--- src/source/ipv4_rewrite_params.svh ---
////////////////////////////////////////////////////////////////////////////
// Fixed IPv4 header widths and rewriter pipeline depth
////////////////////////////////////////////////////////////////////////////

`ifndef IPV4_REWRITE_PARAMS_SVH
`define IPV4_REWRITE_PARAMS_SVH

////////////////////////////////////////////////////////////////////////////
// Header geometry
////////////////////////////////////////////////////////////////////////////

// Checksum arithmetic works on 16-bit words
`define IPV4_WORD_W 16

// 20-byte header, no options (IHL = 5)
`define IPV4_HDR_WORDS 10

// Source and destination address width
`define IPV4_ADDR_W 32

////////////////////////////////////////////////////////////////////////////
// Pipeline
////////////////////////////////////////////////////////////////////////////

// Request valid at edge N shows up on rsp at edge N+3
// Select/verify, update A, update B
`define IPV4_RW_LATENCY 3

`endif

--- src/source/ipv4_rewrite_pkg.sv ---
////////////////////////////////////////////////////////////////////////////
// Header, opcode and stream types plus one's-complement adder
////////////////////////////////////////////////////////////////////////////

`include "ipv4_rewrite_params.svh"

package ipv4_rewrite_pkg;

    ////////////////////////////////////////////////////////////////////////
    // Header layout
    ////////////////////////////////////////////////////////////////////////

    // Wire order, first byte in the top bits
    typedef struct packed {
        logic [7:0]              ver_ihl;
        logic [7:0]              tos;
        logic [15:0]             total_len;
        logic [15:0]             ident;
        logic [15:0]             flags_frag;
        logic [7:0]              ttl;
        logic [7:0]              protocol;
        logic [`IPV4_WORD_W-1:0] checksum;
        logic [`IPV4_ADDR_W-1:0] src_addr;
        logic [`IPV4_ADDR_W-1:0] dst_addr;
    } ipv4_hdr_t;

    // Rewrite opcodes, codes 5..7 act as no-op
    typedef enum logic [2:0] {
        OP_NONE    = 3'd0,
        OP_DEC_TTL = 3'd1,
        OP_SET_TOS = 3'd2,
        OP_SET_SRC = 3'd3,
        OP_SET_DST = 3'd4
    } rewrite_op_e;

    ////////////////////////////////////////////////////////////////////////
    // Streams and pipeline items
    ////////////////////////////////////////////////////////////////////////

    // Inbound beat, valid-only
    typedef struct packed {
        logic                    valid;
        rewrite_op_e             op;
        logic [`IPV4_ADDR_W-1:0] arg;
        ipv4_hdr_t               hdr;
    } rewrite_req_t;

    // One 16-bit word swap as seen by the checksum
    typedef struct packed {
        logic                    en;
        logic [`IPV4_WORD_W-1:0] old_word;
        logic [`IPV4_WORD_W-1:0] new_word;
    } word_change_t;

    // Item carried between stages
    // hdr.checksum is patched as it moves down the chain
    typedef struct packed {
        logic         valid;
        ipv4_hdr_t    hdr;
        word_change_t chg_a;
        word_change_t chg_b;
        logic         bad;
    } rw_stage_t;

    // Outbound beat, no ready
    typedef struct packed {
        logic      valid;
        ipv4_hdr_t hdr;
        logic      bad;
    } rewrite_rsp_t;

    ////////////////////////////////////////////////////////////////////////
    // Arithmetic
    ////////////////////////////////////////////////////////////////////////

    // 16-bit one's-complement add, carry out wraps back into bit 0
    function automatic logic [`IPV4_WORD_W-1:0] ones_add(
        input logic [`IPV4_WORD_W-1:0] a,
        input logic [`IPV4_WORD_W-1:0] b
    );
        logic [`IPV4_WORD_W:0] t;
        t = {1'b0, a} + {1'b0, b};
        // Max low part is 0xFFFE when carry set, so no second wrap
        return t[`IPV4_WORD_W-1:0] + {{(`IPV4_WORD_W-1){1'b0}}, t[`IPV4_WORD_W]};
    endfunction

endpackage

--- src/source/ipv4_checksum_update.sv ---
////////////////////////////////////////////////////////////////////////////
// One registered RFC 1624 incremental checksum update stage
////////////////////////////////////////////////////////////////////////////

`timescale 1ns/10ps
`include "ipv4_rewrite_params.svh"

module ipv4_checksum_update (
    input  logic                         update_req,
    input  logic                         rst,
    input  ipv4_rewrite_pkg::rw_stage_t  in_item,
    input  logic                         sel_b,
    output ipv4_rewrite_pkg::rw_stage_t  out_item
);

    import ipv4_rewrite_pkg::*;

    ////////////////////////////////////////////////////////////////////////
    // Declarations
    ////////////////////////////////////////////////////////////////////////

    // Change handled by this instance
    word_change_t            chg;
    logic [`IPV4_WORD_W-1:0] cks_old;
    logic [`IPV4_WORD_W-1:0] cks_sum;
    logic [`IPV4_WORD_W-1:0] cks_new;
    rw_stage_t               item_nxt;

    // Tied per instance, A in the first stage and B in the second
    assign chg     = sel_b ? in_item.chg_b : in_item.chg_a;
    assign cks_old = in_item.hdr.checksum;

    ////////////////////////////////////////////////////////////////////////
    // Incremental update
    ////////////////////////////////////////////////////////////////////////

    // HC' = ~(~HC + ~m + m'), eq. 3
    always_comb begin
        cks_sum = ones_add(~cks_old, ~chg.old_word);
        cks_sum = ones_add(cks_sum, chg.new_word);
        cks_new = ~cks_sum;
    end

    // Disabled change leaves the checksum as it came in
    always_comb begin
        item_nxt = in_item;
        if (chg.en) begin
            item_nxt.hdr.checksum = cks_new;
        end
    end

    ////////////////////////////////////////////////////////////////////////
    // Stage register
    ////////////////////////////////////////////////////////////////////////

    always_ff @(posedge update_req) begin
        out_item <= item_nxt;
        if (rst) begin
            out_item.valid <= 1'b0;
        end
    end

endmodule

--- src/source/ipv4_checksum_verify.sv ---
////////////////////////////////////////////////////////////////////////////
// Full one's-complement check of the arriving header
////////////////////////////////////////////////////////////////////////////

`timescale 1ns/10ps
`include "ipv4_rewrite_params.svh"

module ipv4_checksum_verify (
    input  logic                         update_req,
    input  logic                         rst,
    input  ipv4_rewrite_pkg::ipv4_hdr_t  hdr,
    output logic                         bad
);

    import ipv4_rewrite_pkg::*;

    ////////////////////////////////////////////////////////////////////////
    // Declarations
    ////////////////////////////////////////////////////////////////////////

    // Flat view of the header, word 0 in the top bits
    logic [`IPV4_WORD_W*`IPV4_HDR_WORDS-1:0] hdr_bits;
    // Running sum over all ten words
    logic [`IPV4_WORD_W-1:0]                 hdr_sum;
    logic                                    bad_nxt;

    assign hdr_bits = hdr;

    ////////////////////////////////////////////////////////////////////////
    // Fold
    ////////////////////////////////////////////////////////////////////////

    always_comb begin
        hdr_sum = '0;
        // Checksum word is included, so a good header folds to all ones
        for (int i = 0; i < `IPV4_HDR_WORDS; i++) begin
            hdr_sum = ones_add(hdr_sum,
                hdr_bits[(`IPV4_HDR_WORDS-1-i)*`IPV4_WORD_W +: `IPV4_WORD_W]);
        end
    end

    // Anything short of 0xFFFF means the header was damaged upstream
    assign bad_nxt = (hdr_sum != {`IPV4_WORD_W{1'b1}});

    ////////////////////////////////////////////////////////////////////////
    // Flag register
    ////////////////////////////////////////////////////////////////////////

    // Same cycle as the field select stage
    always_ff @(posedge update_req) begin
        if (rst) begin
            bad <= 1'b0;
        end else begin
            bad <= bad_nxt;
        end
    end

endmodule

--- src/source/ipv4_field_select.sv ---
////////////////////////////////////////////////////////////////////////////
// Opcode decode, header field rewrite and checksum word-change capture
////////////////////////////////////////////////////////////////////////////

`timescale 1ns/10ps
`include "ipv4_rewrite_params.svh"

module ipv4_field_select (
    input  logic                            update_req,
    input  logic                            rst,
    input  ipv4_rewrite_pkg::rewrite_req_t  req,
    output ipv4_rewrite_pkg::rw_stage_t     stage
);

    import ipv4_rewrite_pkg::*;

    ////////////////////////////////////////////////////////////////////////
    // Declarations
    ////////////////////////////////////////////////////////////////////////

    // Header after the field edit, checksum still the incoming one
    ipv4_hdr_t    hdr_nxt;
    // First and second word changes seen by the update stages
    word_change_t chg_a_nxt;
    word_change_t chg_b_nxt;
    rw_stage_t    stage_nxt;

    ////////////////////////////////////////////////////////////////////////
    // Decode
    ////////////////////////////////////////////////////////////////////////

    always_comb begin
        hdr_nxt   = req.hdr;
        chg_a_nxt = '0;
        chg_b_nxt = '0;

        case (req.op)
            OP_DEC_TTL: begin
                // TTL of 0 saturates, header left alone
                if (req.hdr.ttl != 8'd0) begin
                    hdr_nxt.ttl        = req.hdr.ttl - 8'd1;
                    // Word 4 is {ttl, protocol}
                    chg_a_nxt.en       = 1'b1;
                    chg_a_nxt.old_word = {req.hdr.ttl, req.hdr.protocol};
                    chg_a_nxt.new_word = {hdr_nxt.ttl, req.hdr.protocol};
                end
            end

            OP_SET_TOS: begin
                hdr_nxt.tos        = req.arg[7:0];
                // Word 0 is {ver_ihl, tos}
                chg_a_nxt.en       = 1'b1;
                chg_a_nxt.old_word = {req.hdr.ver_ihl, req.hdr.tos};
                chg_a_nxt.new_word = {req.hdr.ver_ihl, req.arg[7:0]};
            end

            OP_SET_SRC: begin
                hdr_nxt.src_addr   = req.arg;
                // Words 6 and 7, upper half first
                chg_a_nxt.en       = 1'b1;
                chg_a_nxt.old_word = req.hdr.src_addr[`IPV4_ADDR_W-1 -: `IPV4_WORD_W];
                chg_a_nxt.new_word = req.arg[`IPV4_ADDR_W-1 -: `IPV4_WORD_W];
                chg_b_nxt.en       = 1'b1;
                chg_b_nxt.old_word = req.hdr.src_addr[`IPV4_WORD_W-1:0];
                chg_b_nxt.new_word = req.arg[`IPV4_WORD_W-1:0];
            end

            OP_SET_DST: begin
                hdr_nxt.dst_addr   = req.arg;
                // Words 8 and 9
                chg_a_nxt.en       = 1'b1;
                chg_a_nxt.old_word = req.hdr.dst_addr[`IPV4_ADDR_W-1 -: `IPV4_WORD_W];
                chg_a_nxt.new_word = req.arg[`IPV4_ADDR_W-1 -: `IPV4_WORD_W];
                chg_b_nxt.en       = 1'b1;
                chg_b_nxt.old_word = req.hdr.dst_addr[`IPV4_WORD_W-1:0];
                chg_b_nxt.new_word = req.arg[`IPV4_WORD_W-1:0];
            end

            // Pass through untouched
            OP_NONE: ;
            default: ;
        endcase
    end

    // Bad flag is filled in by the top from the verifier
    always_comb begin
        stage_nxt       = '0;
        stage_nxt.valid = req.valid;
        stage_nxt.hdr   = hdr_nxt;
        stage_nxt.chg_a = chg_a_nxt;
        stage_nxt.chg_b = chg_b_nxt;
        stage_nxt.bad   = 1'b0;
    end

    ////////////////////////////////////////////////////////////////////////
    // Stage register
    ////////////////////////////////////////////////////////////////////////

    always_ff @(posedge update_req) begin
        stage <= stage_nxt;
        // Only valid is cleared
        if (rst) begin
            stage.valid <= 1'b0;
        end
    end

endmodule

--- src/source/ipv4_header_rewriter.sv ---
////////////////////////////////////////////////////////////////////////////
// IPv4 header rewriter top, select and verify then two checksum stages
////////////////////////////////////////////////////////////////////////////

`timescale 1ns/10ps

module ipv4_header_rewriter (
    input  logic                            update_req,
    input  logic                            rst,
    input  ipv4_rewrite_pkg::rewrite_req_t  req,
    output ipv4_rewrite_pkg::rewrite_rsp_t  rsp
);

    import ipv4_rewrite_pkg::*;

    ////////////////////////////////////////////////////////////////////////
    // Declarations
    ////////////////////////////////////////////////////////////////////////

    // Output of field select, bad still 0
    rw_stage_t stage_sel;
    // Arriving-header check, aligned with stage_sel
    logic      bad_flag;
    // Select output with the bad flag folded in
    rw_stage_t stage_merged;
    // After the first and second checksum updates
    rw_stage_t stage_a;
    rw_stage_t stage_b;

    ////////////////////////////////////////////////////////////////////////
    // Stage 1: rewrite and verify in parallel
    ////////////////////////////////////////////////////////////////////////

    ipv4_field_select u_select (
        .update_req (update_req),
        .rst        (rst),
        .req        (req),
        .stage      (stage_sel)
    );

    // Looks at the header as it arrived, not the rewritten one
    ipv4_checksum_verify u_verify (
        .update_req (update_req),
        .rst        (rst),
        .hdr        (req.hdr),
        .bad        (bad_flag)
    );

    // Both registered on the same edge, so no realignment needed
    always_comb begin
        stage_merged     = stage_sel;
        stage_merged.bad = bad_flag;
    end

    ////////////////////////////////////////////////////////////////////////
    // Stages 2 and 3: chained incremental checksum updates
    ////////////////////////////////////////////////////////////////////////

    // First word change, the only one for TTL and TOS
    ipv4_checksum_update u_update_a (
        .update_req (update_req),
        .rst        (rst),
        .in_item    (stage_merged),
        .sel_b      (1'b0),
        .out_item   (stage_a)
    );

    // Lower address word, passes through when chg_b is off
    ipv4_checksum_update u_update_b (
        .update_req (update_req),
        .rst        (rst),
        .in_item    (stage_a),
        .sel_b      (1'b1),
        .out_item   (stage_b)
    );

    ////////////////////////////////////////////////////////////////////////
    // Response
    ////////////////////////////////////////////////////////////////////////

    // Word changes are internal and dropped here
    assign rsp.valid = stage_b.valid;
    assign rsp.hdr   = stage_b.hdr;
    assign rsp.bad   = stage_b.bad;

endmodule

--- config.mk ---
export PLATFORM = sky130hd
export DESIGN_NAME = ipv4_header_rewriter
export DESIGN_NICKNAME = d
export VERILOG_FILES = /design/src/source/ipv4_rewrite_pkg.sv /design/src/source/ipv4_checksum_update.sv /design/src/source/ipv4_checksum_verify.sv /design/src/source/ipv4_field_select.sv /design/src/source/ipv4_header_rewriter.sv
export VERILOG_INCLUDE_DIRS = /design/src /design/src/source
export SDC_FILE = /design/constraint.sdc
export NUM_CORES = 1
export LEC_CHECK = 0
export BUFFER_PORTS_ARGS = -buffer_cell sky130_fd_sc_hd__buf_4
export CAP_MARGIN = 20
export CORE_UTILIZATION = 55
export CTS_CLUSTER_SIZE = 30
export DETAILED_ROUTE_END_ITERATION = 12
export GPL_TIMING_DRIVEN = 0
export PLACE_DENSITY = 0.77
export SLEW_MARGIN = 40
export SYNTH_ARGS = -nofsm -noshare
export SYNTH_HDL_FRONTEND = slang
export SYNTH_SLANG_ARGS = --single-unit
--- constraint.sdc ---
create_clock -name update_req -period 45.7 [get_ports update_req]
set_input_delay 6.855 -clock update_req [delete_from_list [all_inputs] [get_ports update_req]]
set_output_delay 6.855 -clock update_req [all_outputs]
set_load 0.02 [all_outputs]
==> results.toml, run 1 <==
[cts]
numCtsBuffers = 55
cts_max_level = 2
ctsResizeCount = 0
root_buffer = "clkbuf_16"
numClockSinks = 585
ctsHoldBuffers = 0
path_clk_slew_ns = 0.06
cts_tree = "yes"
post_cts_buffers = 0
max-clock-path-buffers = 3
worst_skew_pair.late_latency_ns = 0.61

[worst_setup_path]
cp.arrival_ns = 34.84
start_kind = "primary input"
cp.required_ns = 46.19
critPathSlowestCell = "o41ai_1"
path_buf_inv = 4
crit_type = "primary input to flop"
cp_slowest_stage_delay_ns = 0.55
critical-path-top-delay-family = "compound AO/OA/AOI/OAI gates"
crit_top_cell = "ha_1"
endpoint_kind = "flop"
crit_path_max_fanout = 5

[place]
dpl.hpwl_um = 66100
io_buffers = 359
preCtsSetupSlack_ns = 11.30
gp_congestion = 0.983

[floorplan]
core_area_mm2 = 0.0481
start_util = 0.561
die_h_um = 224
placement_rows = 80
ioPinCount = 360
die_x_um = 224
die-area_mm2 = 0.0500

[route]
first_pass_iters = 5
drt_iter0_drc = 1864
via_per_inst = 5.68
wire_per_inst_um = 20.6
drc_errors = 0
antenna_left = 0
drt_wl_total_um = 81300
num_vias = 22400

[hold_path]
holdCritPathClass = "flop to flop"

[logic_synthesis]
yosys_register_bits = 585
synth_edf_count = 0
netlist_instances = 2823
synth_warnings = 0
async_reset_ff_frac = 0
synth_area_mm2 = 0.0270
ys.flop_type = "dfxtp_1"
synth_fp_nets = 3275
yosys.cell_types.count = 82
ys_seq_area_frac = 0.433
avgSynthCellArea_um2 = 9.57

[timing]
hold_viol_final = 0
fin_ws_ns = 11.35
fin_worst_skew_ns = 0.0138
setup_tns_ns = 0
setup_violations = 0
min_period_over_period = 0.752
max_freq_mhz = 29.1
worst_slew_pin_slew_ns = 0.892
fin_crit_ns = 34.35
finalMaxSlewViolations = 0
grt_setup_unrepaired = "false"
max_slew_margin = 0.405

[final_layout]
drive_gt1_frac = 0.154
fin_nets = 3691
most-common-layout-cells = "dfxtp_1 (585), nand2_1 (373), buf_4 (359), ha_1 (241), xnor2_1 (188)"
syn_to_final_growth_pct = 20.3
final_common_cell = "dfxtp_1"
utilization = 0.675

[job]
maxCapViolCount = 0

[global_routing]
grt.total_usage = 0.319
grt_max_degree = 16
overflow = 0
antenna_found_initial = 11
grt_pass1_wl_um = 121000
grt_pass1_vias = 21400

[status]
outcome = "finished, final reports clean"
==> Yosys cell counts, types with 8 or more instances <==
master       n  area share
a2111oi_0    9      0.0029
a211o_1      8      0.0026
a211oi_1    28      0.0078
a21o_1      58       0.016
a21oi_1    124       0.023
a22o_1      19      0.0062
a22oi_1     18      0.0050
a311oi_1    11      0.0036
a31oi_1     15      0.0035
and2_1      36      0.0083
and3_1      28      0.0065
clkbuf_1    39      0.0054
dfxtp_1    585        0.43
fa_1        13      0.0096
ha_1       241        0.11
inv_1      123       0.017
mux2i_1     20      0.0074
nand2_1    373       0.052
nand2b_1    26      0.0060
nand3_1     70       0.013
nand3b_1     9      0.0025
nand4_1     16      0.0037
nor2_1     122       0.017
nor2b_1     23      0.0053
nor3_1      63       0.012
nor3b_1      9      0.0025
nor4_1      17      0.0039
o211ai_1    29      0.0081
o21a_1      46       0.013
o21ai_0    109       0.020
o21ai_1     11      0.0020
o21bai_1    19      0.0053
o31a_1       8      0.0026
o31ai_1     11      0.0031
or2_2       23      0.0053
or3_1       23      0.0053
xnor2_1    188       0.061
xor2_1     131       0.042
==> metrics by stage <==
stage	instance area (µm²)	cells	hold slack [ns]
finish	32500	3938	0.316
global route	32500	3938	0.317
CTS	32500	3935	0.309
detailed placement	30500	3838	0.312
global placement	30500	3838	0.310
floorplan	27000	2823	0.310
==> worst paths after layout <==
path	startpoint	depth (start not counted)	end	slack, ns
worst min register to register	u_select.stage[148]$_DFF_P_	0	u_update_a.out_item[148]$_DFF_P_	0.32
worst max-delay path	req[144]	137	u_verify.bad$_SDFF_PP0_	11.35
worst max register to register	u_select.stage[131]$_DFF_P_	30	u_update_a.out_item[145]$_DFF_P_	38.07
worst min-delay path	u_select.stage[148]$_DFF_P_	0	u_update_a.out_item[148]$_DFF_P_	0.32
==> sequential cells by signal (all words and copies together) (netlist names) <==
register	flops
u_update_a.out_item	195
u_update_b.out_item	162
u_verify.bad	1
u_select.stage	227
==> worst register-to-register path: cells and delay by family (launching register included) <==
family / cells / cell delay [ns]
muxes: 1 / 0.35
AOI/OAI and AO/OA: 14 / 3.03
xor gates and xnor gates: 2 / 0.34
adders and majority gates: 7 / 1.90
DFF: 1 / 0.42
buffers and inverters: 1 / 0.07
and+or+nand+nor: 5 / 1.41
==> routing by layer <==
layer,wire (µm),GRT usage
met4,3280,0.133
met2,35900,0.508
met1,35700,0.431
met5,27,0
met3,6400,0.0488
==> layout make-up <==
| type | instances | area [µm²] |
|---|---|---|
| fill | 3798 | 15700 |
| buffer | 48 | 184 |
| antenna | 3 | 7.51 |
| clock inverter | 24 | 395 |
| sequential | 585 | 11700 |
| clock buffer | 73 | 1560 |
| inverter | 123 | 462 |
| timing repair buffer | 359 | 2700 |
| tap | 656 | 821 |
| multi-input combinational | 2067 | 14700 |
==> cells by family after synthesis <==
logic type                 after synthesis  synth area share
and+or+nand+nor                        866             0.152
AOI/OAI and AO/OA                      595             0.150
DFF                                    585             0.433
xor gates and xnor gates               325             0.108
adders and majority gates              254             0.121
buffers and inverters                  171            0.0239
muxes                                   27            0.0103
Power of run 1 is not shown: default switching activity piles up to over one toggle a cycle in this logic, so the estimate is an artifact.
==> inputs of run 2 (changes only) <==
Clock period 45.7 ns to 31.7 ns, I/O delays scaled along.
==> results.toml, run 2 (synthesis gave the netlist of run 1 again) <==
[hold_path]
holdCritPathClass = "flop to flop"
hold_end = "u_update_a.out_item[148]$_DFF_P_"
hold_depth = 0
min_from = "u_select.stage[148]$_DFF_P_"

[timing]
worst_slew_pin_slew_ns = 0.884
finalMaxSlewViolations = 0
hold_viol_final = 0
min_period_over_period = 0.952
max_freq_mhz = 33.1
fin_crit_ns = 30.19
fin_worst_skew_ns = 0.0135
setup_tns_ns = 0
max_slew_margin = 0.411
setup_violations = 0

[global_routing]
grt_pass1_vias = 21400
overflow = 0
antenna_found_initial = 11
grt.total_usage = 0.319
grt_pass1_wl_um = 121000
grt_max_degree = 16

[worst_setup_path]
crit_start = "req[144]"
critPathSlowestCell = "or4_4"
start_kind = "primary input"
cp.arrival_ns = 30.68
path_buf_inv = 5
r2r_cells = 30
crit_top_cell = "ha_1"
endpoint_kind = "flop"
cp.required_ns = 32.19
critical-path-top-delay-family = "compound AO/OA/AOI/OAI gates"
crit_type = "primary input to flop"
r2r-start = "u_select.stage[131]$_DFF_P_"
worst_r2r_endpoint = "u_update_a.out_item[145]$_DFF_P_"
crit_path_max_fanout = 6
reg2reg_slack_ns = 24.10
cp_slowest_stage_delay_ns = 0.47

[floorplan]
ioPinCount = 360
die_h_um = 224
start_util = 0.561
die_x_um = 224
die-area_mm2 = 0.0500
core_area_mm2 = 0.0481
placement_rows = 80

[final_layout]
syn_to_final_growth_pct = 21.3
fin_nets = 3700
utilization = 0.681
largest_reg_flops = 227
final_cells = 3949
drive_gt1_frac = 0.166
most-common-layout-cells = "dfxtp_1 (585), nand2_1 (373), buf_4 (370), ha_1 (238), xnor2_1 (185)"
largest-register = "u_select.stage"
reg_top3 = "u_select.stage: 227 flops, u_update_a.out_item: 195 flops, u_update_b.out_item: 162 flops"
final_common_cell = "dfxtp_1"

[cts]
cts_max_level = 2
path_clk_slew_ns = 0.06
ctsHoldBuffers = 0
worst_skew_pair.late_latency_ns = 0.61
numCtsBuffers = 55
numClockSinks = 585
max-clock-path-buffers = 3
cts_tree = "yes"
root_buffer = "clkbuf_16"

[route]
wire_per_inst_um = 20.8
via_per_inst = 5.70
drc_errors = 0
num_vias = 22500
antenna_left = 0
drt_iter0_drc = 1783
drt_wl_total_um = 82000
first_pass_iters = 5

[place]
dpl.hpwl_um = 66100
dp.cells = 3838
gp_congestion = 0.983
io_buffers = 359

[job]
maxCapViolCount = 0

[status]
outcome = "finished, final reports clean"
[run 2: cell count changes in the layout (fill, tap and decap cells not counted), sizes merged]
| cell | delta |
|---|---|
| clkbuf | -2 |
| buf | +11 |
| diode | +2 |
[run 2: how the worst max path moves through the flow]
stage | endpoint | slack [ns] | cells past startpoint
after global routing | u_verify.bad$_SDFF_PP0_ | -0.18 | 140
after floorplan | u_verify.bad$_SDFF_PP0_ | 3.66 | 137
final | u_verify.bad$_SDFF_PP0_ | 1.51 | 140
after global placement | u_verify.bad$_SDFF_PP0_ | -0.05 | 140
after detailed placement | u_verify.bad$_SDFF_PP0_ | -0.60 | 139
after CTS | u_verify.bad$_SDFF_PP0_ | 0.11 | 137
[run 2: timing repair]
action,4_1_cts,5_1_grt
cloned,0,0
setup endpoints to repair,1,1
pin swaps,0,16
resized for setup,2,43
hold endpoints to repair,0,0
setup buffers,0,11
[run 2: per-layer routing]
metal | routed length, µm | share of wire | vias up | global-route usage
li1 | - | - | 10800 | -
met3 | 6860 | 0.084 | 170 | 0.0488
met1 | 35500 | 0.43 | 10600 | 0.431
met5 | 38 | 0.00046 | - | 0
met4 | 3380 | 0.041 | 6 | 0.133
met2 | 36200 | 0.44 | 949 | 0.508
[run 2: cell type report]
cell class	count	area (µm²)
fillers	3769	15400
multi-input cells	2067	14900
inverters	123	462
plain buffers	46	176
diodes	5	12.5
repair buffers	370	2780
clock buffers	73	1560
clock inverters	24	395
well taps	656	821
flip-flops and latches	585	11700
[run 2: stage by stage]
stage	setup slack, ns	hold slack, ns	area [µm²]
5_1_grt	-0.184	0.317	32800
4_1_cts	0.106	0.309	32500
3_5_place_dp	-0.600	0.312	30500
2_1_floorplan	3.66	0.310	27000
6_report	1.51	0.318	32800
3_3_place_gp	-0.0535	0.310	30500
[run 2: worst reg2reg max path, delay by kind of cell (launching register included)]
kind	cells	cell delay (ns)
flip-flops	1	0.43
buffers and inverters	1	0.07
AO/OA/AOI/OAI	14	3.01
multiplexers	1	0.35
AND/OR/NAND/NOR	5	1.40
XOR/XNOR	2	0.34
adder cells (fa/ha/maj)	7	1.90
Power of run 2 is left out for the same reason.
==> inputs of run 3 (changes only) <==
Settings changed: PLACE_DENSITY 0.77 to 0.79.
==> results.toml, run 3 (synthesis gave the netlist of run 1 again) <==
[status]
outcome = "finished, final reports clean"

[final_layout]
drive_gt1_frac = 0.166
fin_nets = 3698
final_common_cell = "dfxtp_1"
design_area_mm2 = 0.0329
largest_reg_flops = 227
seq_area_mm2 = 0.0117
final_cells = 3957
reg_top3 = "u_select.stage: 227 flops, u_update_a.out_item: 195 flops, u_update_b.out_item: 162 flops"
fillCellCount = 3663
most-common-layout-cells = "dfxtp_1 (585), nand2_1 (373), buf_4 (367), ha_1 (240), xnor2_1 (185)"
syn_to_final_growth_pct = 21.6
utilization = 0.683
multi_input_comb_area_mm2 = 0.0149
largest-register = "u_select.stage"

[route]
drt_iter0_drc = 2189
first_pass_iters = 6
drc_errors = 0
antenna_left = 0
num_vias = 22400
via_per_inst = 5.67
wire_per_inst_um = 20.7
drt_wl_total_um = 81800

[job]
maxCapViolCount = 0

[timing]
fin_worst_skew_ns = 0.0335
max_freq_mhz = 33.0
fin_crit_ns = 30.27
hold_viol_final = 0
worst_slew_pin_slew_ns = 0.788
finalMaxSlewViolations = 0
setup_violations = 0
max_slew_margin = 0.467
min_period_over_period = 0.955

[floorplan]
die_h_um = 224
ioPinCount = 360
placement_rows = 80
die-area_mm2 = 0.0500
start_util = 0.561
core_area_mm2 = 0.0481
die_x_um = 224

[cts]
worst_skew_pair.late_latency_ns = 0.64
max-clock-path-buffers = 3
cts_max_level = 2
numCtsBuffers = 56
path_clk_slew_ns = 0.06
root_buffer = "clkbuf_16"
numClockSinks = 585
cts_tree = "yes"

[place]
gp_congestion = 1.01
place_area_mm2 = 0.0305
dpl.hpwl_um = 66000
io_buffers = 359
dp.cells = 3838

[worst_setup_path]
cp.arrival_ns = 30.76
cp_slowest_stage_delay_ns = 0.50
start_kind = "primary input"
endpoint_kind = "flop"
crit_top_cell = "ha_1"
cp.required_ns = 32.19
r2r-start = "u_update_a.out_item[131]$_DFF_P_"
reg2reg_slack_ns = 23.62
critPathSlowestCell = "fa_1"
crit_type = "primary input to flop"
crit_start = "req[128]"
crit_path_max_fanout = 7
worst_r2r_endpoint = "u_update_b.out_item[145]$_DFF_P_"
r2r_cells = 34

[global_routing]
grt.total_usage = 0.321
grt_pass1_wl_um = 122000
overflow = 0
grt_max_degree = 16
grt_pass1_vias = 21600
antenna_found_initial = 11

[hold_path]
holdCritPathClass = "flop to flop"
hold_depth = 0
min_from = "u_select.stage[68]$_DFF_P_"
hold_end = "u_update_a.out_item[68]$_DFF_P_"
==> run 3: worst max-delay path: cells and delay by family <==
kind	cells	cell delay, ns
xor+xnor	7	1.18
simple gates	43	6.73
fa+ha+maj	26	6.92
compound gates	57	10.80
buf+inv	4	0.37
==> run 3: layer usage <==
metal  track usage  part of all wire
met2         0.511              0.45
met4         0.173             0.055
met1         0.411              0.41
met3        0.0622             0.092
met5             0           0.00012
==> run 3: final cells by class <==
type | instances | share of cell area
antenna | 7 | 0.000533
buffer | 46 | 0.00537
clock buffer | 81 | 0.0489
clock inverter | 25 | 0.0133
inverter | 123 | 0.0140
multi-input combinational | 2067 | 0.453
sequential | 585 | 0.356
tap | 656 | 0.0250
timing repair buffer | 367 | 0.0838
==> run 3: timing repair <==
item,in CTS,in global routing
resized for setup,3,38
hold buffers,0,0
setup buffers,0,8
pin swaps,0,8
endpoints found under the setup margin,1,1
gates cloned,0,0
==> run 3: through the flow <==
stage / hold slack, ns / TNS [ns] / setup WS [ns]
floorplan: 0.310 / 0 / 3.66
global placement: 0.310 / -0.243 / -0.243
detailed placement: 0.312 / -0.813 / -0.813
CTS: 0.304 / 0 / 0.00854
global route: 0.312 / -0.0532 / -0.0532
finish: 0.306 / 0 / 1.43
==> run 3: how the worst max path moves through the flow <==
stage                                          to  cells past startpoint
final                     u_verify.bad$_SDFF_PP0_                    137
after global routing      u_verify.bad$_SDFF_PP0_                    141
after CTS                 u_verify.bad$_SDFF_PP0_                    139
after detailed placement  u_verify.bad$_SDFF_PP0_                    142
after global placement    u_verify.bad$_SDFF_PP0_                    139
after floorplan           u_verify.bad$_SDFF_PP0_                    137
Power of run 3 is left out for the same reason.
